<file path="config.mk">
export PLATFORM = sky130hd
export DESIGN_NAME = reg_file
export DESIGN_NICKNAME = d
export VERILOG_FILES = /design/src/logic/la_pipe_pkg.sv /design/src/logic/reg_file.sv
export VERILOG_INCLUDE_DIRS = /design/src /design/src/logic
export SDC_FILE = /design/constraint.sdc
export NUM_CORES = 2
export LEC_CHECK = 0
export BUFFER_PORTS_ARGS = -buffer_cell sky130_fd_sc_hd__clkbuf_2
export CAP_MARGIN = 25
export CORE_UTILIZATION = 37
export DETAILED_ROUTE_END_ITERATION = 12
export HOLD_SLACK_MARGIN = 0.1
export RECOVER_POWER = 100
export SLEW_MARGIN = 20
export SYNTH_ARGS = -nofsm -noshare
export SYNTH_HDL_FRONTEND = slang
export SYNTH_SLANG_ARGS = --single-unit
</file>
<file path="constraint.sdc">
create_clock -name clk_i -period 3.5 [get_ports clk_i]
set_input_delay 0.35 -clock clk_i [delete_from_list [all_inputs] [get_ports clk_i]]
set_output_delay 0.35 -clock clk_i [all_outputs]
set_load 0.01 [all_outputs]
</file>
<file path="src/logic/la_consts.svh">
`ifndef LA_CONSTS_SVH
`define LA_CONSTS_SVH

// ALU operation codes
`define _ALU_TYPE_ADD   4'd0
`define _ALU_TYPE_SUB   4'd1
`define _ALU_TYPE_SLT   4'd2
`define _ALU_TYPE_AND   4'd3
`define _ALU_TYPE_OR    4'd4
`define _ALU_TYPE_XOR   4'd5
`define _ALU_TYPE_NOR   4'd6
`define _ALU_TYPE_SL    4'd7
`define _ALU_TYPE_SR    4'd8
`define _ALU_TYPE_MUL   4'd9
`define _ALU_TYPE_MULH  4'd10
`define _ALU_TYPE_DIV   4'd11
`define _ALU_TYPE_MOD   4'd12
`define _ALU_TYPE_LUI   4'd13

// Source of the second ALU operand
`define _OPD_REG        3'd0
`define _OPD_IMM_U5     3'd1
`define _OPD_IMM_S12    3'd2
`define _OPD_IMM_U12    3'd3
`define _OPD_IMM_S20    3'd4

`define _IN_DEPTH       4
`define _OUT_CREDITS    2
`define _NREG           32

`endif
</file>
<file path="src/logic/la_pipe_pkg.sv">
package la_pipe_pkg;

    typedef logic [4:0]  reg_idx_t;
    typedef logic [31:0] word_t;

    typedef struct packed {
        word_t inst;
        word_t pc;
    } inst_pkt_t;

    typedef struct packed {
        reg_idx_t rd;
        word_t    data;
        word_t    pc;
        logic     illegal;
    } result_t;

endpackage

</file>
<file path="src/logic/reg_file.sv">
`timescale 1ns/1ps
`include "la_consts.svh"

module reg_file import la_pipe_pkg::*; (
    input  logic     clk_i,
    input  logic     rst_n_i,
    input  reg_idx_t raddr0_i,
    input  reg_idx_t raddr1_i,
    output word_t    rdata0_o,
    output word_t    rdata1_o,
    input  logic     wen_i,
    input  reg_idx_t waddr_i,
    input  word_t    wdata_i
);

word_t regs [`_NREG];
logic  wr_live;

// r0 is never written, so it keeps its reset value of zero
assign wr_live = wen_i && waddr_i != '0;

always_ff @(posedge clk_i or negedge rst_n_i) begin
    if (!rst_n_i) begin
        for (int i = 0; i < `_NREG; i++) begin
            regs[i] <= '0;
        end
    end else if (wr_live) begin
        regs[waddr_i] <= wdata_i;
    end
end

// Write-through so a read in the write cycle already sees the new value
assign rdata0_o = (wr_live && waddr_i == raddr0_i) ? wdata_i : regs[raddr0_i];
assign rdata1_o = (wr_live && waddr_i == raddr1_i) ? wdata_i : regs[raddr1_i];

endmodule

</file>
==> Word-level counts from Yosys, hierarchy flattened <==
Index checks and enable logic that the tools add are counted.
{ "classes": {"mux": 11, "reduce_logical": 5, "addsub": 0, "n_mul": 0, "n_shift": 0, "n_eq_ne": 2, "n_div": 0, "order_cmp": 4, "n_bitwise": 3} }
{ "op_table": {"columns": ["cell", "n"], "rows": [
  ["1024-bit bitwise mux", 1],
  ["32-bit binary-select mux with 5-bit select", 2],
  ["32-bit 2-to-1 mux", 7],
  ["32-bit demux with 5-bit select", 1],
  ["6-bit greater-or-equal comparator (second input constant)", 3],
  ["5-bit inverter with 6-bit output", 3],
  ["5-bit == test", 2],
  ["6-bit by 1-bit < comparator with 1-bit output (second input constant)", 1],
  ["5-bit nonzero test", 1],
  ["1-bit logical AND", 4]
]} }
{ "word_totals": {"romBits": 0, "latchBits": 0, "ram_bits": 0, "inputBits": 50, "wordCells": 57, "regBits": 1024, "n_memories": 0} }

==> Logic depth before layout (Yosys ltp) <==
{ "logic_depth": {"word_depth": 6, "mapped_depth": 8, "depth_no_buf": 5} }

==> Least setup slack after synthesis <==
No wires, ideal clock.
{ "synth_timing": {"kind": "input-to-output", "start": "input port raddr0_i[0]", "end": "output port rdata0_o[30]", "cell_stages": 7, "path_slack_ns": 1.179, "arrival_ns": 1.971, "n_path_buf": 2, "t_required_ns": 3.150, "cell_sequence": "buf_6 -> buf_6 -> mux4_2 -> mux4_2 -> nand2_1 -> nand3_1 -> mux2_2"} }
{ "synth_via": {"elab_chain_cells": 5, "elab_cells_between_ends": 7, "cone_classes": "1 x eq/ne; 4 x mux; 1 x bitwise; 1 x reduce/logical"} }
{ "synth_rtl": {"columns": ["item", "line_no", "source"], "rows": [
  ["from (decl)", "reg_file.sv:7", "input reg_idx_t raddr0_i,"],
  ["5-bit inverter with 6-bit output (not written as such)", "reg_file.sv:33", "assign rdata0_o = (wr_live && waddr_i == raddr0_i) ? wdata_i : regs[raddr0_i];"],
  ["32-bit binary-select mux with 5-bit select", "reg_file.sv:33", null],
  ["32-bit 2-to-1 mux (not written as such) (2 in a row)", "reg_file.sv:33", null],
  ["32-bit 2-to-1 mux (*)", "reg_file.sv:33", null],
  ["to (decl)", "reg_file.sv:9", "output word_t rdata0_o,"]
]} }
Every way passes the cells marked *; elsewhere a longest branch is shown, timed or not. The select of a mux whose other input is x is not followed.

==> Final worst setup path <==
{ "layout_timing": {"start": "input port raddr0_i[3]", "end": "output port rdata0_o[7]"} }
Same word-level chain as after synthesis.

==> metrics.cfg <==
[clock_tree]
cts.sinks=1024
post_cts_buffers=0
htree_levels=3
cts_tree=yes
clock-root-buffer=clkbuf_16
clock_path_buffers=3
clk_latency_ps=710
cts_buffers=108
clkTransAtPathRegs_ps=60

[setup_path]
critPathLaunch=raddr0_i[3]
worstSetupPathType=primary input to output port
r2r-end=regs[888]
crit_slowest_cell=nand3_2
critPathLaunchType=primary input
cp.required_ps=3150
arrival_ps=2960
path_buf_inv=4
ff2ff_path_depth=1
crit_fanout=11
cp_common_cell=clkbuf_2
path_cells=clkbuf_2 > inv_2 > nand3_2 > buf_4 > o22ai_1 > or4_1 > o21ai_0 > clkbuf_2
worstSetupEndpointType=output port
reg2reg_slack_ps=2660
crit_family=simple AND/OR/NAND/NOR gates
rr_startpoint=regs[888]
cpPeakStageDelay_ps=560

[route]
routed_via_density=6.12
ant_nets=0
drt_first_pass_iters=5
first_iter_violations=2880
num_vias=33500
totalWireLength_um=167000
post_drt_wl_per_cell_um=30.4
drc=0

[floorplanning]
die_area_mm2=0.146
die_h_um=382
num_io_pins=114
die_x_um=382
start_util=0.372
coreArea_mm2=0.143
rows=139

[timing]
slew_headroom=-0.956
fin_crit_ps=3310
fin_crit_sh=0.945
max_freq_mhz=302
whs_ps=228
rsz0062_at_grt=no
finalMaxSlewViolations=976
clock_skew_ps=0
setup_viol=0
final-hold-violation-count=0
worstMarginPinSlew_ps=2930
tns_ps=0

[final_layout]
nets=3531
largest_register_ffs=1024
post-route-util=0.419
syn_to_final_growth_pct=12.5
layout_common_cells=dfrtp_1 (1,024), mux2_2 (630), mux4_2 (511)
largestRegisters=regs x1024
drive_gt1_frac=0.443
fillCellCount=12900
multi_input_area_mm2=0.0260
final_common_cell=dfrtp_1
seq_area_mm2=0.0256
finalInstanceArea_mm2=0.0601
largest_register=regs
instances_no_fill=5477

[global_route]
grt_use_met1=0.323
grt_busiest_layer=met2
grt_remaining_overflow=0
grt_usage=0.230
grt_pass1_vias=34400
antenna_found_initial=12
use_met2=0.357
grt_max_degree=92
met3_usage=0.0510
grt_pass1_wl_um=246000

[worst_hold_path]
hp-start=wdata_i[30]
hold_depth=3
holdCritPathClass=primary input to flop
hold_end=regs[574]

[placement]
gp_congestion=0.795
dp_cells=5273
place_area_mm2=0.0570
port_buffers=113
dp_hpwl_um=98700

[synthesis]
synth_seq_cells=1024
yosysWarnings=0
synth_top_area_cell=dfrtp_1
ys_types=41
syn-instance-count=3483
synth_nets=3533
synth_top_area_frac=0.479
synthesis.area_mm2=0.0534
seq_area_frac_synth=0.479
synth_area_leaders=dfrtp_1 (48%), mux4_2 (22%), mux2_2 (13%)
avgSynthCellArea_um2=15.3

[job]
drv_cap=35

[pwr]
powerDensity_mw_per_mm2=567
vdd_drop_max_mv=0.445
p_leak_nw=25.6

[outcome]
status=finished, violations left
failed_checks=max-capacitance violations, max-slew violations

==> Yosys cell counts, drive strengths merged <==
cell     count
mux4       511
nand2       83
or3          3
a21bo        1
a21oi        1
o211ai       1
dfrtp     1024
clkbuf     221
and2         2
mux2       993
buf        191
nor4         2
and3b        1
a211oi       2
o21ai       62
or3b         2
or4         62
xor2         4
or2          1
a221o        1
a221oi       2
a32oi        1
inv          3
nand3b       7
nor3         1
nor3b        4
mux2i        6
nor2        22
o22ai      248
xnor2        6
nor2b        3
nand3       10
and3         1
a2111oi      1
==> through the flow <==
| step | setup WS, ps | total power, mW |
|---|---|---|
| floorplan | 1180 | 20.3 |
| CTS | 393 | 34.4 |
| global route | 169 | 35.6 |
| detailed placement | 552 | 22.4 |
| global placement | 542 | 22.1 |
| finish | 193 | 34.1 |
==> power breakdown <==
part | total, mW | switching [mW] | internal (mW)
registers | 15.7 | 1.57 | 14.1
logic | 6.48 | 2.52 | 3.96
clock network | 11.9 | 4.92 | 7.01
total | 34.1 | 9.01 | 25.1
==> cell families after synthesis <==
| kind of cell | synth area share |
|---|---|
| AO/OA/AOI/OAI | 0.0364 |
| multiplexers | 0.426 |
| buffers and inverters | 0.0362 |
| flip-flops | 0.479 |
| XOR/XNOR | 0.00164 |
| AND/OR/NAND/NOR | 0.0207 |
==> worst max-delay path by stage <==
stage / end / slack, ps / cells past startpoint
2_1_floorplan: rdata0_o[30] / 1180 / 7
4_1_cts: rdata0_o[30] / 390 / 6
6_report: rdata0_o[7] / 190 / 8
3_5_place_dp: rdata1_o[31] / 550 / 7
3_3_place_gp: rdata1_o[15] / 540 / 7
5_1_grt: rdata0_o[27] / 170 / 8
==> per-layer routing <==
layer  vias to the layer above  share of wire
li1                      13700              -
met1                     18400           0.43
met2                      1150           0.47
met3                       275          0.072
met4                        14          0.030
met5                         -        0.00056
==> timing repair <==
action,4_1_cts,5_1_grt
resized for setup,0,0
hold endpoints to repair,63,0
hold buffers,1,0
==> layout make-up <==
| type | count | area share |
|---|---|---|
| multi-input cells | 2044 | 0.433 |
| flip-flops and latches | 1024 | 0.426 |
| clock buffers | 165 | 0.0539 |
| well taps | 1903 | 0.0396 |
| repair buffers | 300 | 0.0393 |
| clock inverters | 34 | 0.00733 |
| inverters | 3 | 0.000187 |
| diodes | 4 | 0.000167 |
Power figures use the tool's default switching activity.
