## src/logic/la_consts.svh

```systemverilog
`ifndef LA_CONSTS_SVH
`define LA_CONSTS_SVH

// ALU operation codes
`define _ALU_TYPE_ADD   4'd0
`define _ALU_TYPE_SUB   4'd1
`define _ALU_TYPE_SLT   4'd2
`define _ALU_TYPE_AND   4'd3
`define _ALU_TYPE_OR    4'd4
`define _ALU_TYPE_XOR   4'd5
`define _ALU_TYPE_NOR   4'd6
`define _ALU_TYPE_SL    4'd7
`define _ALU_TYPE_SR    4'd8
`define _ALU_TYPE_MUL   4'd9
`define _ALU_TYPE_MULH  4'd10
`define _ALU_TYPE_DIV   4'd11
`define _ALU_TYPE_MOD   4'd12
`define _ALU_TYPE_LUI   4'd13

// Source of the second ALU operand
`define _OPD_REG        3'd0
`define _OPD_IMM_U5     3'd1
`define _OPD_IMM_S12    3'd2
`define _OPD_IMM_U12    3'd3
`define _OPD_IMM_S20    3'd4

`define _IN_DEPTH       4
`define _OUT_CREDITS    2
`define _NREG           32

`endif
```

## src/logic/credit_fifo.sv

```systemverilog
`timescale 1ns/1ps

module credit_fifo #(
    parameter type payload_t = logic [31:0],
    parameter int  DEPTH     = 4
) (
    input  logic     clk_i,
    input  logic     rst_n_i,
    input  logic     push_i,
    input  payload_t push_data_i,
    input  logic     pop_i,
    output payload_t head_o,
    output logic     ready_o,
    output logic     credit_o
);

localparam int AW = (DEPTH > 1) ? $clog2(DEPTH) : 1;
localparam int CW = $clog2(DEPTH + 1);

payload_t      mem [DEPTH];
logic [AW-1:0] wr_ptr;
logic [AW-1:0] rd_ptr;
logic [CW-1:0] count;
logic          do_pop;

function automatic logic [AW-1:0] next_ptr(input logic [AW-1:0] ptr);
    return (ptr == AW'(DEPTH - 1)) ? '0 : ptr + 1'b1;
endfunction

assign ready_o  = count != '0;
assign head_o   = mem[rd_ptr];
assign do_pop   = pop_i && ready_o;
// Every entry that leaves hands one credit back to the sender
assign credit_o = do_pop;

always_ff @(posedge clk_i or negedge rst_n_i) begin
    if (!rst_n_i) begin
        wr_ptr <= '0;
        rd_ptr <= '0;
        count  <= '0;
    end else begin
        if (push_i) begin
            wr_ptr <= next_ptr(wr_ptr);
        end
        if (do_pop) begin
            rd_ptr <= next_ptr(rd_ptr);
        end
        count <= count + CW'(push_i) - CW'(do_pop);
    end
end

always_ff @(posedge clk_i) begin
    if (push_i) begin
        mem[wr_ptr] <= push_data_i;
    end
end

// The sender pushed without holding a credit
a_no_push_full: assert property (@(posedge clk_i) disable iff (!rst_n_i)
    push_i |-> count != CW'(DEPTH))
    else $error("credit_fifo: push while full");

a_no_pop_empty: assert property (@(posedge clk_i) disable iff (!rst_n_i)
    pop_i |-> ready_o)
    else $error("credit_fifo: pop while empty");

endmodule

```

## config.mk

```make
export PLATFORM = sky130hd
export DESIGN_NAME = credit_fifo
export DESIGN_NICKNAME = d
export VERILOG_FILES = /design/src/logic/la_consts.svh /design/src/logic/credit_fifo.sv
export SDC_FILE = /design/constraint.sdc
export NUM_CORES = 1
export LEC_CHECK = 0
export ABC_AREA = 1
export ABC_CLOCK_PERIOD_IN_PS = 4100
export BUFFER_PORTS_ARGS = -buffer_cell sky130_fd_sc_hd__buf_4
export CELL_PAD_IN_SITES_DETAIL_PLACEMENT = 0
export CELL_PAD_IN_SITES_GLOBAL_PLACEMENT = 1
export CORE_MARGIN = 5
export CORE_UTILIZATION = 50
export CTS_CLUSTER_SIZE = 10
export DETAILED_ROUTE_END_ITERATION = 7
export PLACE_DENSITY = 0.83
export SYNTH_ARGS = -nofsm -noshare
export SYNTH_HDL_FRONTEND = slang
export SYNTH_SLANG_ARGS = --single-unit
```

## constraint.sdc

```tcl
create_clock -name clk_i -period 4.1 [get_ports clk_i]
set_clock_uncertainty 0.1 [all_clocks]
set_input_delay 0.205 -clock clk_i [delete_from_list [all_inputs] [get_ports clk_i]]
set_output_delay 0.205 -clock clk_i [all_outputs]
set_load 0.1 [all_outputs]
```

=== Yosys cells after proc, flatten, opt, wreduce, memory -nomap -nowiden ===
Memories as Yosys holds them, arrays and structs flattened.
Cells that the tools add are included.

* Input bits: 36
* Memories kept: 1
* Bits in writable memories: 128
* Output and inout port bits: 34
* Bits in registers: 7

* Muxes and demuxes: 4
* Reductions and logical operators: 2
* Eq/ne operators: 2
* $add $sub $neg: 4

{| class="wikitable"
|+ Memory list
! name !! words !! bits a word !! rd ports !! clocked after memory_dff !! wr ports !! RTL line !! text
|-
| mem || 4 || 32 || 1 || 0 || 1 || credit_fifo.sv:20 || <nowiki>payload_t mem [DEPTH];</nowiki>
|}

{| class="wikitable"
|+ Operator list
! cell !! number
|-
| $add A2 B1 Y2 const B || 2
|-
| $eq A2 B2 Y1 const B || 2
|-
| $mux W2 || 2
|-
| $add A3 B1 Y3 || 1
|-
| $reduce_bool A3 Y1 || 1
|-
| $sub A3 B1 Y3 || 1
|-
| $mux W1 || 2
|-
| $logic_and A1 B1 Y1 || 1
|}

=== Longest topological paths before layout ===
* Depth after elaboration: 3
* Mapped depth: 12
* Gate-level depth less buffers: 12

=== Worst setup path before layout ===
OpenSTA, ideal clock, no wires.

* Path type: flip-flop to flip-flop
* From: register count[1]
* To: register count[1]
* Data arrival time: 3.074 ns
* Cell stages (with the launch flop): 11
* Data required time: 3.886 ns
* Path slack: 0.812 ns
* Cells stage by stage: dfrtp_1 > nor2_1 > nand2_1 > nand2_1 > inv_1 > ha_1 > inv_1 > ha_1 > inv_1 > fa_1 > inv_1

* Longest elaborated chain between the ends: 3
* Elaborated cells between the ends (all ways): 4
* Those cells by class: add/sub (2); reduce/logical (2)

{| class="wikitable"
|+ RTL lines
! item !! RTL line !! text
|-
| start: declaration || credit_fifo.sv:23 || <nowiki>logic [CW-1:0] count;</nowiki>
|-
| start signal: assignment || credit_fifo.sv:48 || <nowiki>count <= count + CW'(push_i) - CW'(do_pop);</nowiki>
|-
| $reduce_bool A3 Y1 || credit_fifo.sv:30 || <nowiki>assign ready_o = count != '0;</nowiki>
|-
| named net ready_o || credit_fifo.sv:13 || <nowiki>output logic ready_o,</nowiki>
|-
| $logic_and A1 B1 Y1 || credit_fifo.sv:32 || <nowiki>assign do_pop = pop_i && ready_o;</nowiki>
|-
| named net credit_o || credit_fifo.sv:14 || <nowiki>output logic credit_o</nowiki>
|-
| $sub A3 B1 Y3 || credit_fifo.sv:48 ||
|}

The timed path passes the listed nets, and every way through them passes these cells.
A chain may end at the register's enable or synchronous reset.

==> qor.csv <==
stage,metric,value,unit
final_layout,nets,577,
synth,synth top area cells,"edfxtp_1 (70%), o211ai_1 (8.8%), nand2_1 (7.6%)",
worst_setup_path,critical path arrival,2.50,ns
placement,number of port buffers,69,
synth,syn nets,469,
floorplan,top-level I/O count,70,
worst_setup_path,Crit Path Max Fanout,131,
clocking,"Clk Latency, worst-skew pair",0.52,ns
routing,Routed wire per std cell,15.1,um
timing,Period minus WS final,2.80,ns
synth,syn_area_per_cell,12.9,sq um
global_routing,met1 Usage GRT,21.4,%
floorplan,die area,0.0131,sq mm
clocking,Num CTS Buffers,17,
min_path,WHS Endpoint,mem[0][23],
worst_setup_path,r2r startpoint,wr_ptr[1],
final_layout,P&R area growth vs syn,30.1,%
clocking,H-tree levels,4,
placement,DP HPWL,5950,um
synth,sequential fraction of the synthesis area,73.5,%
status,status,finished clean,
worst_setup_path,R2R Setup Slk,1.78,ns
floorplan,Core Area,0.0108,sq mm
timing,Fin. Hold Viols,0,
final_layout,# diodes,0,
global_routing,largest net degree at the start of global routing,132,
placement,placer congestion estimate,0.705,
routing,Initial DRT Pass Iterations,4,
global_routing,GR Util met2,29.3,%
routing,starting DRC count in detailed routing,157,
clocking,cts repair resizes,0,
synth,async set-reset flop share out of synthesis,5.19,%
timing,RSZ-0062 raised after global routing,false,
worst_setup_path,Worst EP required,3.80,ns
clocking,# hold bufs at CTS,36,
global_routing,initial antenna violation count,0,
worst_setup_path,Setup CP Type,reg2out,
min_path,WHS Path Cells,2,
clocking,Post-CTS Setup Bufs,0,
clocking,Clock transition at path regs,0.06,ns
clocking,Root Buffer,clkbuf_8,
routing,DRC errors left,0,
final_layout,layout cell share with drive strength beyond 1,19.6,%
worst_setup_path,critical path endpoint category,output pin,
run,max cap viols,0,
synth,top_reg_cell synth,edfxtp_1,
routing,via/cell ratio,4.89,
min_path,HP Start,push_data_i[23],
global_routing,GRT busiest layer,met2,
synth,Synth area leader,edfxtp_1,
timing,worst relative slew slack,19.5,%
timing,f_max,0.357,GHz
synth,list of most frequent post-synthesis cells,"edfxtp_1 (128), nand2_1 (111), inv_1 (76), o211ai_1 (64), buf_2 (18)",
synth,count of mapped cells out of synthesis,425,
worst_setup_path,kind of start point of the critical path,flip-flop,
global_routing,M3 GR Usage,4.86,%
clocking,deepest clock path buffer count,2,
worst_setup_path,reg2reg end,mem[1][8],
synth,most numerous cell in the Yosys netlist,edfxtp_1,
clocking,CTS tree,built,
timing,Slew Limit Fails,0,
synth,Netlist cell types,16,
final_layout,fin util,65.9,%
timing,final setup TNS,0,ns
global_routing,first-pass GRT wire length,17200,um
floorplan,DIE HEIGHT,115,um
timing,# setup viols final,0,
floorplan,row count,38,
synth,synthesized flop and latch total,135,
routing,Final Routed Wirelength,10400,um
timing,Tcrit/Tclk final,68.3,%
routing,via count,3355,
floorplan,Initial Utilization,50.6,%
global_routing,GRT Residual Overflow,0,
floorplan,die width,115,um
timing,Slew @ Worst Pin,1.21,ns
routing,Routed Antenna Nets,0,
worst_setup_path,worst-case reg-to-reg path depth,5,
global_routing,GRT Overall Usage,17.3,%
synth,number of flops mapped to enable cells by yosys,128,
synth,Synth Cell Area,0.00547,sq mm
global_routing,vias in the first global route,3492,
synth,area fraction of the dominant cell type after synthesis,70.3,%
min_path,Hold Crit Class,in2reg,
synth,"Warnings, synthesis",0,
clocking,clk sinks,135,
registers in the layout (all words and copies together), names as in the netlist:
name	cells
count	3
rd_ptr	2
wr_ptr	2
mem	128
per-layer routing:
metal,part of all wire [%],vias up
met5,0,-
met1,44,1597
met3,4.5,4
met2,51,75
met4,0.71,0
li1,-,1679
placed cells by master, fill, tap and decap left out, types with 4 or more instances in the layout:
master,instances
o211ai_1,64
buf_4,74
bufinv_16,5
nand2_1,111
clkbuf_8,4
clkinv_1,4
dfrtp_1,6
edfxtp_1,128
clkbuf_16,16
inv_1,72
ha_1,7
dlygate4sd3_1,36
kinds of logic (layout without fill, tap and decap cells):
| group | count (synthesis) | count (layout) | synth area share, % |
|---|---|---|---|
| AO/OA/AOI/OAI | 66 | 66 | 8.97 |
| XOR/XNOR | 2 | 2 | 0.320 |
| adder cells (fa/ha/maj) | 8 | 8 | 1.97 |
| buffers and inverters | 98 | 219 | 7.21 |
| flip-flops | 135 | 135 | 73.5 |
| AND/OR/NAND/NOR | 116 | 116 | 8.01 |
area by class of cell:
type,instances,area (sq um)
Clock inverter,11,195
Tap cell,140,175
Timing Repair Buffer,110,916
Inverter,77,289
Sequential cell,135,4020
Multi-Input combinational cell,192,1050
Clock buffer,21,459
Fill cell,782,3680
metrics by stage:
stage | hold slack, ns | instances | cell area, sq um | worst slack, ns
after detailed placement | -0.0730 | 618 | 6100 | 1.74
after global placement | -0.0766 | 618 | 6100 | 1.78
after floorplan | -0.191 | 425 | 5470 | 0.812
after global routing | 0.315 | 686 | 7110 | 1.11
final | 0.325 | 686 | 7110 | 1.30
after CTS | 0.310 | 686 | 7110 | 1.28
worst max-delay path by stage:
stage                         start         end  slack [ns]  depth (start not counted)
after floorplan            count[1]    count[1]        0.81                         10
after global placement    wr_ptr[0]   mem[3][2]        1.78                          4
after detailed placement  wr_ptr[0]   mem[3][2]        1.74                          4
after CTS                 rd_ptr[0]  head_o[29]        1.28                          3
after global routing      rd_ptr[0]   head_o[2]        1.11                          3
final                     rd_ptr[0]  head_o[29]        1.30                          3
worst max-delay path, stage by stage (launching register included):
cell      delay (ns)
dfrtp_4         1.21
o211ai_1        0.25
nand2_1         0.17
buf_4           0.30
Power is not shown: default switching activity piles up to over one toggle a cycle in this logic, so the estimate is an artifact.
