File: config.mk
export PLATFORM = sky130hd
export DESIGN_NAME = exec_stage_flat
export DESIGN_NICKNAME = d
export VERILOG_FILES = /design/src/logic/la_pipe_pkg.sv /design/src/logic/la_decode_pkg.sv /design/src/logic/exe_if.sv /design/src/logic/exec_stage.sv /design/src/flat_wrapper.sv
export VERILOG_INCLUDE_DIRS = /design/src /design/src/logic
export SDC_FILE = /design/constraint.sdc
export NUM_CORES = 1
export LEC_CHECK = 0
export BUFFER_PORTS_ARGS = -buffer_cell sky130_fd_sc_hd__buf_2
export CAP_MARGIN = 20
export CORE_AREA = 2 2 140 142
export CTS_BUF_LIST = sky130_fd_sc_hd__clkbuf_8
export CTS_CLUSTER_SIZE = 40
export DETAILED_ROUTE_END_ITERATION = 7
export DIE_AREA = 0 0 142 144
export PLACE_DENSITY = 0.53
export SYNTH_ARGS = -nofsm -noshare
export SYNTH_HDL_FRONTEND = slang
export SYNTH_SLANG_ARGS = --single-unit
File: constraint.sdc
create_clock -name clk_i -period 3.1 [get_ports clk_i]
set_input_delay 0 -clock clk_i [delete_from_list [all_inputs] [get_ports clk_i]]
set_output_delay 0 -clock clk_i [all_outputs]
set_load 0.02 [all_outputs]
File: src/logic/la_consts.svh
`ifndef LA_CONSTS_SVH
`define LA_CONSTS_SVH

// ALU operation codes
`define _ALU_TYPE_ADD   4'd0
`define _ALU_TYPE_SUB   4'd1
`define _ALU_TYPE_SLT   4'd2
`define _ALU_TYPE_AND   4'd3
`define _ALU_TYPE_OR    4'd4
`define _ALU_TYPE_XOR   4'd5
`define _ALU_TYPE_NOR   4'd6
`define _ALU_TYPE_SL    4'd7
`define _ALU_TYPE_SR    4'd8
`define _ALU_TYPE_MUL   4'd9
`define _ALU_TYPE_MULH  4'd10
`define _ALU_TYPE_DIV   4'd11
`define _ALU_TYPE_MOD   4'd12
`define _ALU_TYPE_LUI   4'd13

// Source of the second ALU operand
`define _OPD_REG        3'd0
`define _OPD_IMM_U5     3'd1
`define _OPD_IMM_S12    3'd2
`define _OPD_IMM_U12    3'd3
`define _OPD_IMM_S20    3'd4

`define _IN_DEPTH       4
`define _OUT_CREDITS    2
`define _NREG           32

`endif
File: src/logic/la_pipe_pkg.sv
package la_pipe_pkg;

    typedef logic [4:0]  reg_idx_t;
    typedef logic [31:0] word_t;

    typedef struct packed {
        word_t inst;
        word_t pc;
    } inst_pkt_t;

    typedef struct packed {
        reg_idx_t rd;
        word_t    data;
        word_t    pc;
        logic     illegal;
    } result_t;

endpackage

File: src/logic/la_decode_pkg.sv
package la_decode_pkg;

    typedef logic [3:0]  alu_type_t;
    typedef logic [2:0]  opd_type_t;
    typedef logic        opd_unsigned_t;
    typedef logic [25:0] inst25_0_t;

    // Fields used only by the ALU
    typedef struct packed {
        alu_type_t     alu_type;
        opd_type_t     opd_type;
        opd_unsigned_t opd_unsigned;
    } ex_info_t;

    // Register fields and flags that travel with the instruction
    typedef struct packed {
        inst25_0_t  inst25_0;
        logic [4:0] rd;
        logic [4:0] rj;
        logic [4:0] rk;
        logic       wen;
        logic       illegal;
    } general_info_t;

    typedef struct packed {
        ex_info_t      ex;
        general_info_t general;
    } decode_info_t;

endpackage

File: src/logic/exe_if.sv
`timescale 1ns/1ps

interface exe_if import la_decode_pkg::*, la_pipe_pkg::*; ();

logic         valid;
decode_info_t info;
// Index 0 comes from rj, index 1 from rk
word_t [1:0]  opd;
word_t        pc;
logic         stall;

modport producer (
    output valid, info, opd, pc,
    input  stall
);

modport consumer (
    input  valid, info, opd, pc,
    output stall
);

endinterface

File: src/logic/exec_stage.sv
`timescale 1ns/1ps
`include "la_consts.svh"

module exec_stage import la_pipe_pkg::*; (
    input  logic     clk_i,
    input  logic     rst_n_i,
    exe_if.consumer  exe,
    input  word_t    alu_res_i,
    input  logic     res_credit_i,
    output logic     res_valid_o,
    output result_t  res_o,
    output logic     wen_o,
    output reg_idx_t waddr_o,
    output word_t    wdata_o,
    output result_t  fwd_wb_o
);

localparam int CW = $clog2(`_OUT_CREDITS + 1);

logic          wb_valid;
result_t       wb;
logic [CW-1:0] credits;
logic          wb_stall;

assign wb_stall    = wb_valid && credits == '0;
assign exe.stall   = exe.valid && wb_stall;
assign res_valid_o = wb_valid && credits != '0;
assign res_o       = wb;

// The register file is written only when the result leaves
assign wen_o    = res_valid_o;
assign waddr_o  = wb.rd;
assign wdata_o  = wb.data;
assign fwd_wb_o = wb_valid ? wb : '0;

always_ff @(posedge clk_i or negedge rst_n_i) begin
    if (!rst_n_i) begin
        wb_valid <= 1'b0;
        credits  <= CW'(`_OUT_CREDITS);
    end else begin
        credits <= credits - CW'(res_valid_o) + CW'(res_credit_i);
        if (!wb_stall) begin
            wb_valid <= exe.valid;
        end
    end
end

always_ff @(posedge clk_i) begin
    if (!wb_stall) begin
        wb.rd      <= exe.info.general.wen ? exe.info.general.rd : 5'd0;
        wb.data    <= alu_res_i;
        wb.pc      <= exe.pc;
        wb.illegal <= exe.info.general.illegal;
    end
end

a_credit_max: assert property (@(posedge clk_i) disable iff (!rst_n_i)
    credits <= CW'(`_OUT_CREDITS))
    else $error("exec_stage: output credits above limit");

// The consumer frees only slots that hold a result
a_credit_owed: assert property (@(posedge clk_i) disable iff (!rst_n_i)
    res_credit_i |-> credits != CW'(`_OUT_CREDITS) || res_valid_o)
    else $error("exec_stage: credit returned with no result outstanding");

endmodule

File: src/flat_wrapper.sv
// flat-port wrapper written by rule: the top's interface ports become plain ports
module exec_stage_flat import la_pipe_pkg::*;
  (clk_i, rst_n_i, alu_res_i, res_credit_i, res_valid_o, res_o, wen_o, waddr_o, wdata_o, fwd_wb_o, exe_valid, exe_info, exe_opd, exe_pc, exe_stall);
  exe_if exe_i ();
  input  logic clk_i;
  input  logic rst_n_i;
  input  word_t alu_res_i;
  input  logic res_credit_i;
  output logic res_valid_o;
  output result_t res_o;
  output logic wen_o;
  output reg_idx_t waddr_o;
  output word_t wdata_o;
  output result_t fwd_wb_o;
  input wire logic [$bits(exe_i.valid)-1:0] exe_valid;
  input wire logic [$bits(exe_i.info)-1:0] exe_info;
  input wire logic [$bits(exe_i.opd)-1:0] exe_opd;
  input wire logic [$bits(exe_i.pc)-1:0] exe_pc;
  output wire logic [$bits(exe_i.stall)-1:0] exe_stall;
  assign exe_i.valid = exe_valid;
  assign exe_i.info = exe_info;
  assign exe_i.opd = exe_opd;
  assign exe_i.pc = exe_pc;
  assign exe_stall = exe_i.stall;
  exec_stage u_core (.clk_i(clk_i), .rst_n_i(rst_n_i), .exe(exe_i), .alu_res_i(alu_res_i), .res_credit_i(res_credit_i), .res_valid_o(res_valid_o), .res_o(res_o), .wen_o(wen_o), .waddr_o(waddr_o), .wdata_o(wdata_o), .fwd_wb_o(fwd_wb_o));
endmodule
* Yosys cells after proc, flatten, opt, wreduce, memory -nomap -nowiden *
Cells that the tools add are included.

storage, ports and cells
  word-level logic and storage cells = 14
  flip-flop bits (word level) = 73
  bits of input ports = 183
  output and inout bits = 180

operators by class
  multiplexer cells = 1
  $add $sub $neg = 2
  reductions and logical operators = 5

operator list
  kind                       count
  two-way mux 70 bit         1
  logical AND 1 bit          3
  adder 2 x 1 -> 2 bit       1
  logical NOT 2 bit          1
  nonzero test 2 bit         1
  subtractor 2 x 1 -> 2 bit  1

* Logic depth before layout (Yosys ltp) *
  depth after elaboration = 4
  depth in mapped cells = 7
  depth with buffers taken out = 7

* Worst setup path after synthesis *
No wires, ideal clock.

  kind = register to register
  from = register u_core.wb_valid
  to = register u_core.wb (netlist bit u_core.res_o[0]), enable pin
  path buffers = 2
  cell stages (with the launch flop) = 4
  data required time = 2.670 ns
  data arrival time = 2.124 ns
  slack = 0.545 ns
  cells stage by stage = dfrtp_1 -> buf_6 -> buf_6 -> nand2_1

between the ends
  longest elaborated chain between the ends = 1

ends and longest elaborated chain
  item                    line              source
  from (decl)             exec_stage.sv:20  logic wb_valid;
  from (signal assigned)  exec_stage.sv:43  wb_valid <= exe.valid;
  logical AND 1 bit       exec_stage.sv:25  assign wb_stall = wb_valid && credits == '0;
  to (decl)               exec_stage.sv:21  result_t wb;

No other way between the ends.
A chain may end at the register's enable or synchronous reset.

* Worst setup path in the final report *
  from = register u_core.credits[1]
  to = register u_core.credits[1]

between the ends
  longest elaborated chain between the ends = 4

ends and longest elaborated chain
  item                         line              source
  from (decl)                  exec_stage.sv:22  logic [CW-1:0] credits;
  from (signal assigned)       exec_stage.sv:39  credits <= CW'(`_OUT_CREDITS);
  from (signal assigned)       exec_stage.sv:41  credits <= credits - CW'(res_valid_o) + CW'(res_credit_i);
  nonzero test 2 bit           exec_stage.sv:27  assign res_valid_o = wb_valid && credits != '0;
  logical AND 1 bit            exec_stage.sv:27
  subtractor 2 x 1 -> 2 bit *  exec_stage.sv:41
  adder 2 x 1 -> 2 bit *       exec_stage.sv:41

Every way passes the cells marked *; elsewhere a longest branch is shown, timed or not.

==> metrics <==
status=finished, final reports clean; top cells by area, synth=edfxtp_1 (68%), and2_1 (15%), buf_4 (9.2%), buf_6 (2.5%), dfrtp_1 (1.6%); grt total ovfl=0; largest net degree at the start of global routing=74; post-CTS resize count=0; hold_ws=0.1093 ns; critical path startpoint category=register; Synth Net Count=390; CTS Sinks=73; vias per cell=3.475; Starting Density=0.1622; total I/O pin count=363; Rows=51; Pins Over Slew Limit=0; Buf/Inv on CP=1; synth unique cells=15; hpwl dp=6962 um; met2 WL post-DR=4590 um; layout cells sized above 1=0.5392; # Post-CTS Setup Buffers=0; CTS H-Tree Depth=3; static leakage power=2.511 nW; flop and latch count out of synthesis=73; clk_skew=0.01316 ns; period utilisation layout=0.5540; number of global-route vias before repair=2418; Clock Tree Buf Depth=2; CTS tree=yes; area of the multi-input gates=546.8 um^2; WL met1=3848 um; crit-path max cell delay=0.55 ns; Final Hold Fails=0; Routed Wire Length=9666 um; global-route wire length before repair=13350 um; starting DRC count in detailed routing=38; Pwr Density=775.6 nW/um^2; router iterations before antenna repair=4; area grow syn2layout=71.57%; Reg clk slew, reported paths=0.10 ns; setup_tns=0 ns; Die H=144 um; worst setup path class=register to register; Port Buffer Count=254; syn_area_per_cell=15.09 um^2; vias after detailed routing=2603; initial antenna violation count=3; top-area cell type share of the netlist area=0.6793; uppermost routed layer=met5; post-synthesis sequential area ratio=0.7040; yosys warns=0; most frequent cells in the layout=buf_2 (254), dlygate4sd3_1 (79), and2_1 (75); Tmin final=1.717 ns; leading cell type in the layout, fill and taps excluded=buf_2; register area=2180 um^2; Max transition margin=0.6060; max cap viols=0; core area=19080 um^2; Post-Syn Instances=205; nets=690; Total GRT Usage=0.09038; RSZ-0062 raised after global routing=no; Crit path required time=3.41 ns; fill count=1995; min-delay worst type=input pin to async pin; CP arrival=2.03 ns; worst slew pin tran=0.5910 ns; Die W=142 um; number of CTS-inserted buffers=9; met3 wire len=982 um; R2R cell count=7; Max IR drop VDD=0.0002328 V; post-route DRC violation count=0; Final ANT Viol Nets=0; worst skew pair latency=0.37 ns; Max Fclk=0.5823 GHz; drt wl/cell=12.91 um; CP max-delay cell=dfstp_2; post-synthesis instance area=3094 um^2; Total Power=4.118 mW; Routability Congestion=0.6788; largest area contributor in the synthesized netlist=edfxtp_1; CP Capture Type=register; Setup violations, final=0; die area=20450 um^2; worst-path cell chain=nor2_1 > nor2b_1 > ha_1 > inv_1 > ha_1 > xnor2_1 > xnor2_1; CP delay by family, top=flip-flops; root buffer cell=clkbuf_8; CP Max Fanout=4; Crit. path cell count=7
where the power goes:
group	internal, mW	switching (mW)
sequential	1.41	0.148
combinational	0.628	1.20
clock	0.304	0.428
routing by layer:
layer | track usage | up-vias
met5 | 0 | -
met4 | 0.05526 | 2
met3 | 0.03675 | 17
met2 | 0.1477 | 159
met1 | 0.09847 | 1175
li1 | - | 1250
path summary, 6_finish.rpt:
| kind | startpoint | to | slack, ns |
|---|---|---|---|
| max reg2reg | u_core.credits[1]$_DFF_PN1_ | u_core.credits[1]$_DFF_PN1_ | 1.38 |
| min reg2reg | u_core.credits[1]$_DFF_PN1_ | u_core.credits[1]$_DFF_PN1_ | 0.61 |
| min in group clk_i | alu_res_i[2] | u_core.wdata_o[2]$_DFFE_PN_ | 0.33 |
| max | u_core.credits[1]$_DFF_PN1_ | u_core.credits[1]$_DFF_PN1_ | 1.38 |
| min | rst_n_i | u_core.credits[1]$_DFF_PN1_ | 0.11 |
| max in group asynchronous | rst_n_i | u_core.wb_valid$_DFFE_PN0N_ | 2.42 |
cells by family after synthesis:
group,Yosys count,synth area share
buffers and inverters,48,0.1217
AO/OA/AOI/OAI,1,0.002427
flip-flops,73,0.7040
XOR/XNOR,2,0.005662
AND/OR/NAND/NOR,79,0.1581
adder cells (fa/ha/maj),2,0.008086
final cells by class:
type,instances,area share
clock buffer,9,0.02333
tap,238,0.05609
multi-input combinational,84,0.1030
inverter,2,0.001414
antenna,1,0.0004714
clock inverter,7,0.01155
sequential,73,0.4106
timing repair buffer,335,0.3936
synth_stat cells:
cell and n:
dfstp_2 1, dfrtp_1 2, buf_4 38, inv_1 2, nand2_1 1, buf_2 1
edfxtp_1 70, ha_1 2, and2_1 75, buf_6 7, xnor2_1 2, nor2_1 1
nor2b_1 1, and3_1 1, a21o_1 1
registers in the layout (all words and copies together), names as in the netlist:
register and count:
u_core.res_o 33, u_core.wdata_o 32, u_core.waddr_o 5, u_core.credits 2
u_core.wb_valid 1
timing repair:
item | CTS | global route
hold endpoints to repair | 75 | 0
hold buffers | 79 | 0
setup endpoints to repair | 0 | 0
through the flow:
step | cell area (um^2) | std cells | worst slack, ns | util
final | 5309 | 749 | 1.383 | 0.2782
after global routing | 5306 | 748 | 1.243 | 0.2781
after CTS | 5306 | 748 | 1.328 | 0.2781
after detailed placement | 4330 | 653 | 1.354 | 0.2270
after global placement | 4330 | 653 | 1.369 | 0.2270
after floorplan | 3094 | 205 | 0.5453 | -
Power figures use the tool's default switching activity.
