$ cat src/logic/la_consts.svh
`ifndef LA_CONSTS_SVH
`define LA_CONSTS_SVH

// ALU operation codes
`define _ALU_TYPE_ADD   4'd0
`define _ALU_TYPE_SUB   4'd1
`define _ALU_TYPE_SLT   4'd2
`define _ALU_TYPE_AND   4'd3
`define _ALU_TYPE_OR    4'd4
`define _ALU_TYPE_XOR   4'd5
`define _ALU_TYPE_NOR   4'd6
`define _ALU_TYPE_SL    4'd7
`define _ALU_TYPE_SR    4'd8
`define _ALU_TYPE_MUL   4'd9
`define _ALU_TYPE_MULH  4'd10
`define _ALU_TYPE_DIV   4'd11
`define _ALU_TYPE_MOD   4'd12
`define _ALU_TYPE_LUI   4'd13

// Source of the second ALU operand
`define _OPD_REG        3'd0
`define _OPD_IMM_U5     3'd1
`define _OPD_IMM_S12    3'd2
`define _OPD_IMM_U12    3'd3
`define _OPD_IMM_S20    3'd4

`define _IN_DEPTH       4
`define _OUT_CREDITS    2
`define _NREG           32

`endif
$ cat src/logic/la_pipe_pkg.sv
package la_pipe_pkg;

    typedef logic [4:0]  reg_idx_t;
    typedef logic [31:0] word_t;

    typedef struct packed {
        word_t inst;
        word_t pc;
    } inst_pkt_t;

    typedef struct packed {
        reg_idx_t rd;
        word_t    data;
        word_t    pc;
        logic     illegal;
    } result_t;

endpackage

$ cat src/logic/la_decode_pkg.sv
package la_decode_pkg;

    typedef logic [3:0]  alu_type_t;
    typedef logic [2:0]  opd_type_t;
    typedef logic        opd_unsigned_t;
    typedef logic [25:0] inst25_0_t;

    // Fields used only by the ALU
    typedef struct packed {
        alu_type_t     alu_type;
        opd_type_t     opd_type;
        opd_unsigned_t opd_unsigned;
    } ex_info_t;

    // Register fields and flags that travel with the instruction
    typedef struct packed {
        inst25_0_t  inst25_0;
        logic [4:0] rd;
        logic [4:0] rj;
        logic [4:0] rk;
        logic       wen;
        logic       illegal;
    } general_info_t;

    typedef struct packed {
        ex_info_t      ex;
        general_info_t general;
    } decode_info_t;

endpackage

$ cat src/logic/exe_if.sv
`timescale 1ns/1ps

interface exe_if import la_decode_pkg::*, la_pipe_pkg::*; ();

logic         valid;
decode_info_t info;
// Index 0 comes from rj, index 1 from rk
word_t [1:0]  opd;
word_t        pc;
logic         stall;

modport producer (
    output valid, info, opd, pc,
    input  stall
);

modport consumer (
    input  valid, info, opd, pc,
    output stall
);

endinterface

$ cat src/logic/decode_stage.sv
`timescale 1ns/1ps
`include "la_consts.svh"

module decode_stage import la_decode_pkg::*, la_pipe_pkg::*; (
    input  logic      clk_i,
    input  logic      rst_n_i,
    input  inst_pkt_t head_i,
    input  logic      ready_i,
    output logic      pop_o,
    output reg_idx_t  raddr0_o,
    output reg_idx_t  raddr1_o,
    input  word_t     rdata0_i,
    input  word_t     rdata1_i,
    input  word_t     fwd_alu_i,
    input  result_t   fwd_wb_i,
    exe_if.producer   exe
);

word_t        inst;
decode_info_t dec;
reg_idx_t     exe_rd;
word_t        opd0;
word_t        opd1;

assign inst = head_i.inst;

always_comb begin
    dec = '0;
    dec.general.inst25_0 = inst[25:0];
    dec.general.rd = inst[4:0];
    dec.general.rj = inst[9:5];
    dec.general.rk = inst[14:10];
    dec.general.wen = 1'b1;
    casez (inst[31:15])
        17'h00020: dec.ex = '{`_ALU_TYPE_ADD, `_OPD_REG, 1'b0};
        17'h00022: dec.ex = '{`_ALU_TYPE_SUB, `_OPD_REG, 1'b0};
        17'h00024: dec.ex = '{`_ALU_TYPE_SLT, `_OPD_REG, 1'b0};
        17'h00025: dec.ex = '{`_ALU_TYPE_SLT, `_OPD_REG, 1'b1};
        17'h00028: dec.ex = '{`_ALU_TYPE_NOR, `_OPD_REG, 1'b0};
        17'h00029: dec.ex = '{`_ALU_TYPE_AND, `_OPD_REG, 1'b0};
        17'h0002a: dec.ex = '{`_ALU_TYPE_OR, `_OPD_REG, 1'b0};
        17'h0002b: dec.ex = '{`_ALU_TYPE_XOR, `_OPD_REG, 1'b0};
        17'h0002e: dec.ex = '{`_ALU_TYPE_SL, `_OPD_REG, 1'b0};
        17'h0002f: dec.ex = '{`_ALU_TYPE_SR, `_OPD_REG, 1'b1};
        17'h00030: dec.ex = '{`_ALU_TYPE_SR, `_OPD_REG, 1'b0};
        17'h00038: dec.ex = '{`_ALU_TYPE_MUL, `_OPD_REG, 1'b0};
        17'h00039: dec.ex = '{`_ALU_TYPE_MULH, `_OPD_REG, 1'b0};
        17'h0003a: dec.ex = '{`_ALU_TYPE_MULH, `_OPD_REG, 1'b1};
        17'h00040: dec.ex = '{`_ALU_TYPE_DIV, `_OPD_REG, 1'b0};
        17'h00041: dec.ex = '{`_ALU_TYPE_MOD, `_OPD_REG, 1'b0};
        17'h00042: dec.ex = '{`_ALU_TYPE_DIV, `_OPD_REG, 1'b1};
        17'h00043: dec.ex = '{`_ALU_TYPE_MOD, `_OPD_REG, 1'b1};
        17'h00081: dec.ex = '{`_ALU_TYPE_SL, `_OPD_IMM_U5, 1'b0};
        17'h00089: dec.ex = '{`_ALU_TYPE_SR, `_OPD_IMM_U5, 1'b1};
        17'h00091: dec.ex = '{`_ALU_TYPE_SR, `_OPD_IMM_U5, 1'b0};
        // The 12-bit immediate forms carry their opcode in bits 31:22
        17'b0000001000_???????: dec.ex = '{`_ALU_TYPE_SLT, `_OPD_IMM_S12, 1'b0};
        17'b0000001001_???????: dec.ex = '{`_ALU_TYPE_SLT, `_OPD_IMM_S12, 1'b1};
        17'b0000001010_???????: dec.ex = '{`_ALU_TYPE_ADD, `_OPD_IMM_S12, 1'b0};
        17'b0000001101_???????: dec.ex = '{`_ALU_TYPE_AND, `_OPD_IMM_U12, 1'b0};
        17'b0000001110_???????: dec.ex = '{`_ALU_TYPE_OR, `_OPD_IMM_U12, 1'b0};
        17'b0000001111_???????: dec.ex = '{`_ALU_TYPE_XOR, `_OPD_IMM_U12, 1'b0};
        // lu12i.w and pcaddu12i carry their opcode in bits 31:25
        17'b0001010_??????????: dec.ex = '{`_ALU_TYPE_LUI, `_OPD_IMM_S20, 1'b0};
        17'b0001110_??????????: dec.ex = '{`_ALU_TYPE_ADD, `_OPD_IMM_S20, 1'b0};
        default: begin
            dec.general.rd = 5'd0;
            dec.general.wen = 1'b0;
            dec.general.illegal = 1'b1;
        end
    endcase
end

assign raddr0_o = dec.general.rj;
assign raddr1_o = dec.general.rk;

// The instruction in execute shows destination zero when nothing forwards from it
assign exe_rd = (exe.valid && exe.info.general.wen) ? exe.info.general.rd : 5'd0;

// Newest producer wins; an empty writeback slot shows rd zero
function automatic word_t fwd_sel(input reg_idx_t src, input word_t rf_data);
    if (src == 5'd0) begin
        return rf_data;
    end else if (exe_rd == src) begin
        return fwd_alu_i;
    end else if (fwd_wb_i.rd == src) begin
        return fwd_wb_i.data;
    end
    return rf_data;
endfunction

always_comb begin
    opd0 = fwd_sel(raddr0_o, rdata0_i);
    opd1 = fwd_sel(raddr1_o, rdata1_i);
end

assign pop_o = ready_i && !exe.stall;

always_ff @(posedge clk_i or negedge rst_n_i) begin
    if (!rst_n_i) begin
        exe.valid <= 1'b0;
    end else if (!exe.stall) begin
        exe.valid <= pop_o;
    end
end

always_ff @(posedge clk_i) begin
    if (!exe.stall) begin
        exe.info   <= dec;
        exe.opd[0] <= opd0;
        exe.opd[1] <= opd1;
        exe.pc     <= head_i.pc;
    end
end

endmodule

$ cat src/flat_wrapper.sv
// flat-port wrapper written by rule: the top's interface ports become plain ports
module decode_stage_flat import la_decode_pkg::*, la_pipe_pkg::*;
  (clk_i, rst_n_i, head_i, ready_i, pop_o, raddr0_o, raddr1_o, rdata0_i, rdata1_i, fwd_alu_i, fwd_wb_i, exe_valid, exe_info, exe_opd, exe_pc, exe_stall);
  exe_if exe_i ();
  input  logic clk_i;
  input  logic rst_n_i;
  input  inst_pkt_t head_i;
  input  logic ready_i;
  output logic pop_o;
  output reg_idx_t raddr0_o;
  output reg_idx_t raddr1_o;
  input  word_t rdata0_i;
  input  word_t rdata1_i;
  input  word_t fwd_alu_i;
  input  result_t fwd_wb_i;
  output wire logic [$bits(exe_i.valid)-1:0] exe_valid;
  output wire logic [$bits(exe_i.info)-1:0] exe_info;
  output wire logic [$bits(exe_i.opd)-1:0] exe_opd;
  output wire logic [$bits(exe_i.pc)-1:0] exe_pc;
  input wire logic [$bits(exe_i.stall)-1:0] exe_stall;
  assign exe_valid = exe_i.valid;
  assign exe_info = exe_i.info;
  assign exe_opd = exe_i.opd;
  assign exe_pc = exe_i.pc;
  assign exe_i.stall = exe_stall;
  decode_stage u_core (.clk_i(clk_i), .rst_n_i(rst_n_i), .head_i(head_i), .ready_i(ready_i), .pop_o(pop_o), .raddr0_o(raddr0_o), .raddr1_o(raddr1_o), .rdata0_i(rdata0_i), .rdata1_i(rdata1_i), .fwd_alu_i(fwd_alu_i), .fwd_wb_i(fwd_wb_i), .exe(exe_i));
endmodule
$ cat config.mk
export PLATFORM = sky130hd
export DESIGN_NAME = decode_stage_flat
export DESIGN_NICKNAME = d
export VERILOG_FILES = /design/src/logic/la_pipe_pkg.sv /design/src/logic/la_decode_pkg.sv /design/src/logic/exe_if.sv /design/src/logic/decode_stage.sv /design/src/flat_wrapper.sv
export VERILOG_INCLUDE_DIRS = /design/src /design/src/logic
export SDC_FILE = /design/constraint.sdc
export NUM_CORES = 1
export LEC_CHECK = 0
export ABC_AREA = 1
export BUFFER_PORTS_ARGS = -buffer_cell sky130_fd_sc_hd__buf_4
export CORE_MARGIN = 8
export CORE_UTILIZATION = 35
export DETAILED_ROUTE_END_ITERATION = 7
export PLACE_DENSITY = 0.77
export SYNTH_ARGS = -nofsm -noshare
export SYNTH_HDL_FRONTEND = slang
export SYNTH_SLANG_ARGS = --single-unit
$ cat constraint.sdc
create_clock -name clk_i -period 1.63 [get_ports clk_i]
set_input_delay 0.0815 -clock clk_i [delete_from_list [all_inputs] [get_ports clk_i]]
set_output_delay 0.0815 -clock clk_i [all_outputs]
set_load 0.01 [all_outputs]
# Word-level counts from Yosys, hierarchy flattened

Index checks and enable logic that the tools add are counted.

Word-level logic and storage cells: 69
Bits in registers: 148
Output and inout port bits: 159
Input bits: 234

Muxes and demuxes: 17
Equal/unequal tests: 33
Reduce and logical (&&, ||, !) cells: 6

Operators with widths:

| operator              | count |
|---|---|
| $mux W32              | 8 |
| $eq A17 B6 Y1 const B | 14 |
| $pmux W8 S28          | 1 |
| $eq A17 B7 Y1 const B | 4 |
| $eq A10 B4 Y1 const B | 6 |
| $eq A17 B8 Y1 const B | 3 |
| $reduce_or A29 Y1     | 1 |
| $eq A5 B5 Y1          | 4 |
| $eq A7 B4 Y1 const B  | 2 |
| $logic_not A5 Y1      | 2 |
| $mux W1               | 6 |
| $mux W5               | 1 |
| $logic_and A1 B1 Y1   | 2 |
| $mux W2               | 1 |
| $logic_not A1 Y1      | 1 |

# Depth between registers and ports, before layout

Word-level depth: 6
Gate-level depth with buffers: 14
Depth with buffers taken out: 13

# Worst setup path after synthesis

No wires, ideal clock.

Path kind: input to register
Start point: input exe_stall
End point: register, netlist name u_core.exe.info[0]
Buffers on the path: 0
Slack: -1.585 ns
Library setup time: 0.489 ns
Stages on the path: 1
Data required time: 1.141 ns
Arrival time: 2.726 ns
Cells stage by stage: inv_1

RTL lines:

| element     | RTL line           | RTL |
|---|---|---|
| from (decl) | flat_wrapper.sv:20 | `input wire logic [$bits(exe_i.stall)-1:0] exe_stall;` |

No word-level cell between the ends.

# Worst setup path in the final report

Start point: register, netlist name u_core.exe.info[1]
End point: register u_core.exe.opd[21], data pin

Cells in the longest elaborated chain, start to end: 6
Elaborated cells on any way between the ends: 8
Those cells by class: 1 x eq/ne; 6 x mux; 1 x reduce/logical

RTL lines:

| element                                    | RTL line           | RTL |
|---|---|---|
| $logic_and A1 B1 Y1 *                      | decode_stage.sv:78 | `assign exe_rd = (exe.valid && exe.info.general.wen) ? exe.info.general.rd : 5'd0;` |
| $mux W5 *                                  | decode_stage.sv:78 |  |
| $eq A5 B5 Y1 *                             | decode_stage.sv:84 | `end else if (exe_rd == src) begin` |
| $mux W32 / $mux W1 (equally long branches) | decode_stage.sv:84 |  |
| $mux W32 / $mux W1 (equally long branches) | decode_stage.sv:82 | `if (src == 5'd0) begin` |
| $mux W32 *                                 | decode_stage.sv:89 | `return rf_data;` |
| named net u_core.opd0[21]                  | decode_stage.sv:22 | `word_t opd0;` |
| to (decl)                                  | exe_if.sv:13       | `output valid, info, opd, pc,` |

The timed path passes the listed nets; every way through them passes the cells marked *.
A chain may end at the register's enable or synchronous reset.

==> flow_metrics.env <==
export IMPL_status="complete, but fails checks"
export IMPL_violations="negative setup slack"
export IMPL_intPower_uw=7450
export IMPL_ys_ff_latch=138
export IMPL_antenna_left=0
export IMPL_crit_chain="nand2_4, nor2_4, nand2_1, nand2_1, a21oi_2, nand3_4, buf_12, buf_12, nand2_2, o21ai_1, nand2_1, nand2_1"
export IMPL_die_h_um=158
export IMPL_synthMuxAreaShare_pct=0
export IMPL_wl_met2_um=15500
export IMPL_async_flop_share_pct=0.725
export IMPL_cts_buffer_depth=2
export IMPL_maxCapViolCount=0
export IMPL_via_count=7915
export IMPL_coreArea_um2=20000
export IMPL_syn_cell_area_um2=7090
export IMPL_fin_crit_sh_pct=123
export IMPL_p_seq_share_pct=41.7
export IMPL_cp_common_cell="nand2_1"
export IMPL_synth_ff_type="edfxtp_1"
export IMPL_synth_most_common_cell="nand2_1"
export IMPL_fin_ws_ns=-0.369
export IMPL_drtPass1Iterations=7
export IMPL_layout_min_cycle_time_ns=2.00
export IMPL_dpl_cell_count=1436
export IMPL_ir_worst_vdd_uv=669
export IMPL_initial_core_util_pct=35.4
export IMPL_hold_viol_final=0
export IMPL_yosysWarnings=0
export IMPL_cts_tree="built"
export IMPL_synth_fp_nets=1026
export IMPL_antenna_found_initial=0
export IMPL_clock_latency_ns=0.42
export IMPL_slowest_stage="edfxtp_1"
export IMPL_endpoint_kind="flip-flop"
export IMPL_p_sw_uw=2900
export IMPL_yosysSeqAreaShare_pct=58.4
export IMPL_path_buf_inv=2
export IMPL_power_density_nw_per_um2=792
export IMPL_grt_start_max_net_pins=57
export IMPL_htree_levels=4
export IMPL_grt_pass1_vias=7960
export IMPL_synth_fa_ha_area_share_pct=0
export IMPL_io_buffers=359
export IMPL_via_per_inst=4.93
export IMPL_pwr_share_comb_pct=23.1
export IMPL_clock_skew_ns=0.0142
export IMPL_wire_per_inst_um=18.9
export IMPL_synthTopCellsByCount="nand2_1, edfxtp_1, inv_1"
export IMPL_cts_clk_slew_worst_paths_ns=0.07
export IMPL_routed_wl_um=30400
export IMPL_crit_arrival_ns=2.16
export IMPL_synth_edf_count=137
export IMPL_final_layout_size_suffix_gt1_share_pct=44.3
export IMPL_gp_congestion=0.855
export IMPL_cts_sinks=138
export IMPL_top_layer="met4"
export IMPL_worstHoldPathType="in -> reg"
export IMPL_min_path_cells=3
export IMPL_leakage_uw=0.00623
export IMPL_path_depth=12
export IMPL_crit_fanout=9
export IMPL_synth_xor_area_share_pct=1.71
export IMPL_synth_top_family_by_area="simple AND/OR/NAND/NOR gates"
export IMPL_drt_iter0_markers=482
export IMPL_syn_instance_count=792
export IMPL_nets=1556
export IMPL_final_cells=1606
export IMPL_slew_headroom_pct=68.9
export IMPL_wl_met3_um=3210
export IMPL_path_class="reg -> reg"
export IMPL_syn_to_final_growth_pct=84.3
export IMPL_yosys_area_top_type="edfxtp_1"
export IMPL_grt_pass1_wl_um=42900
export IMPL_synth_avg_cell_area_um2=8.95
export IMPL_slowest_delay_ns=0.42
export IMPL_cp_start_kind="flip-flop"
export IMPL_numCtsBuffers=17
export IMPL_clockRootBuffer="clkbuf_16"
export IMPL_synth_area_leaders="edfxtp_1, nand2_1, nand4_1"
export IMPL_die_w_um=158
export IMPL_timing_fmax_mhz=500
export IMPL_slew_violations=0
export IMPL_tightest_slew_ns=0.465
export IMPL_reg2reg_depth=12
export IMPL_synth_simple_area_share_pct=27.9
export IMPL_synth_compound_area_share_pct=3.71
export IMPL_dp_final_hpwl_um=20000
export IMPL_setup_viol=64
export IMPL_grt_usage_pct=22.3
export IMPL_netSwitchingFraction_pct=28.0
export IMPL_grt_overflow=0
export IMPL_drc_errors=0
export IMPL_synth_cell_types=34
export IMPL_rows=52
export IMPL_dp_slack_ns=-0.394
export IMPL_cp_top_family="simple AND/OR/NAND/NOR gates"
export IMPL_timing_hold_ws_ns=0.0162
export IMPL_ioPinCount=393
export IMPL_required_ns=1.79
export IMPL_rsz0062_at_grt="true"
export IMPL_die_area_um2=25100
export IMPL_yosys_area_top_type_share_pct=58.1
export IMPL_wl_met1_um=10700
export IMPL_power_frac_clock_pct=35.2
-- layout by cell type (no fill, tap or decap), drive strengths merged, types with 5 or more instances in the layout --
cell type / netlist / routed
o21ai: 41 / 41
nor2: 53 / 53
nand3: 31 / 31
edfxtp: 137 / 137
clkinvlp: 0 / 5
nand4: 42 / 42
nand2: 336 / 337
clkinv: 1 / 6
dlygate4sd3: 0 / 125
xnor2: 7 / 7
buf: 49 / 431
inv: 69 / 75
xor2: 6 / 6
clkbuf: 3 / 22
-- kinds of logic after synthesis --
kind of cell,Yosys count
AND/OR/NAND/NOR,470
XOR/XNOR,13
buffers and inverters,122
AO/OA/AOI/OAI,49
flip-flops,138
-- routing by layer --
layer | vias up | global-route usage, %
met4 | 0 | 7.68
met1 | 3661 | 24.6
met2 | 502 | 40.1
met3 | 82 | 6.81
met5 | - | 0
li1 | 3670 | -
-- worst reg2reg max path, delay by kind of cell (launching register included) --
kind	cells	cell delay, ns
AOI/OAI and AO/OA	2	0.24
buffers and inverters	2	0.35
DFF	1	0.42
and+or+nand+nor	8	0.72
-- timing repair --
item	CTS	global route
hold endpoints to repair	128	0
endpoints found under the setup margin	64	75
cloned	3	5
setup buffers	3	2
hold buffers	125	0
pin swaps	5	33
resized for setup	28	118
-- metrics by stage --
step           util (%)  setup TNS [ns]  power (uW)  area [um2]
6_report           65.2          -18.08       10300       13100
5_1_grt            65.2          -23.85       10700       13100
4_1_cts            62.6          -14.95       10200       12600
3_5_place_dp       52.7          -19.42        6280       10600
3_3_place_gp       52.7          -16.67        6250       10600
2_1_floorplan         -         -118.68        5130        7190
-- flip-flops by register name, summed over array words and instances, names as in the netlist --
| register | cells |
|---|---|
| u_core.exe.info | 41 |
| u_core.exe.opd | 64 |
| u_core.exe.pc | 32 |
| u_core.exe.valid | 1 |
-- power groups by stage --
stage,combinational (uW),sequential [uW],clock (uW)
2_1_floorplan,612,4520,0
3_3_place_gp,1870,4380,0
3_5_place_dp,1900,4380,0
4_1_cts,2210,4310,3690
5_1_grt,2550,4340,3830
6_report,2390,4320,3640
-- path summary, 6_finish.rpt --
kind / endpoint / start / slack [ns]
setup / recovery: u_core.exe.opd[21]$_DFFE_PN_ / u_core.exe.info[1]$_DFFE_PN_ / -0.37
hold / removal: u_core.exe.opd[0]$_DFFE_PN_ / rdata0_i[0] / 0.02
setup reg to reg: u_core.exe.opd[21]$_DFFE_PN_ / u_core.exe.info[1]$_DFFE_PN_ / -0.37
hold reg to reg: u_core.exe.opd[33]$_DFFE_PN_ / u_core.exe.info[13]$_SDFFCE_PN0N_ / 1.18
max in group asynchronous: u_core.exe.valid$_DFFE_PN0N_ / rst_n_i / 1.01
min in group asynchronous: u_core.exe.valid$_DFFE_PN0N_ / rst_n_i / 0.51
-- area by class of cell --
cell class / count / area (um2)
clock inverter: 14 / 113
clock buffer: 18 / 429
multi-input combinational: 533 / 2860
sequential: 138 / 4140
inverter: 70 / 282
timing repair inverter: 2 / 25.0
fill: 1482 / 6980
antenna: 1 / 2.50
tap: 270 / 338
timing repair buffer: 560 / 4870
Note: power is estimated with default switching activity, not from simulation.
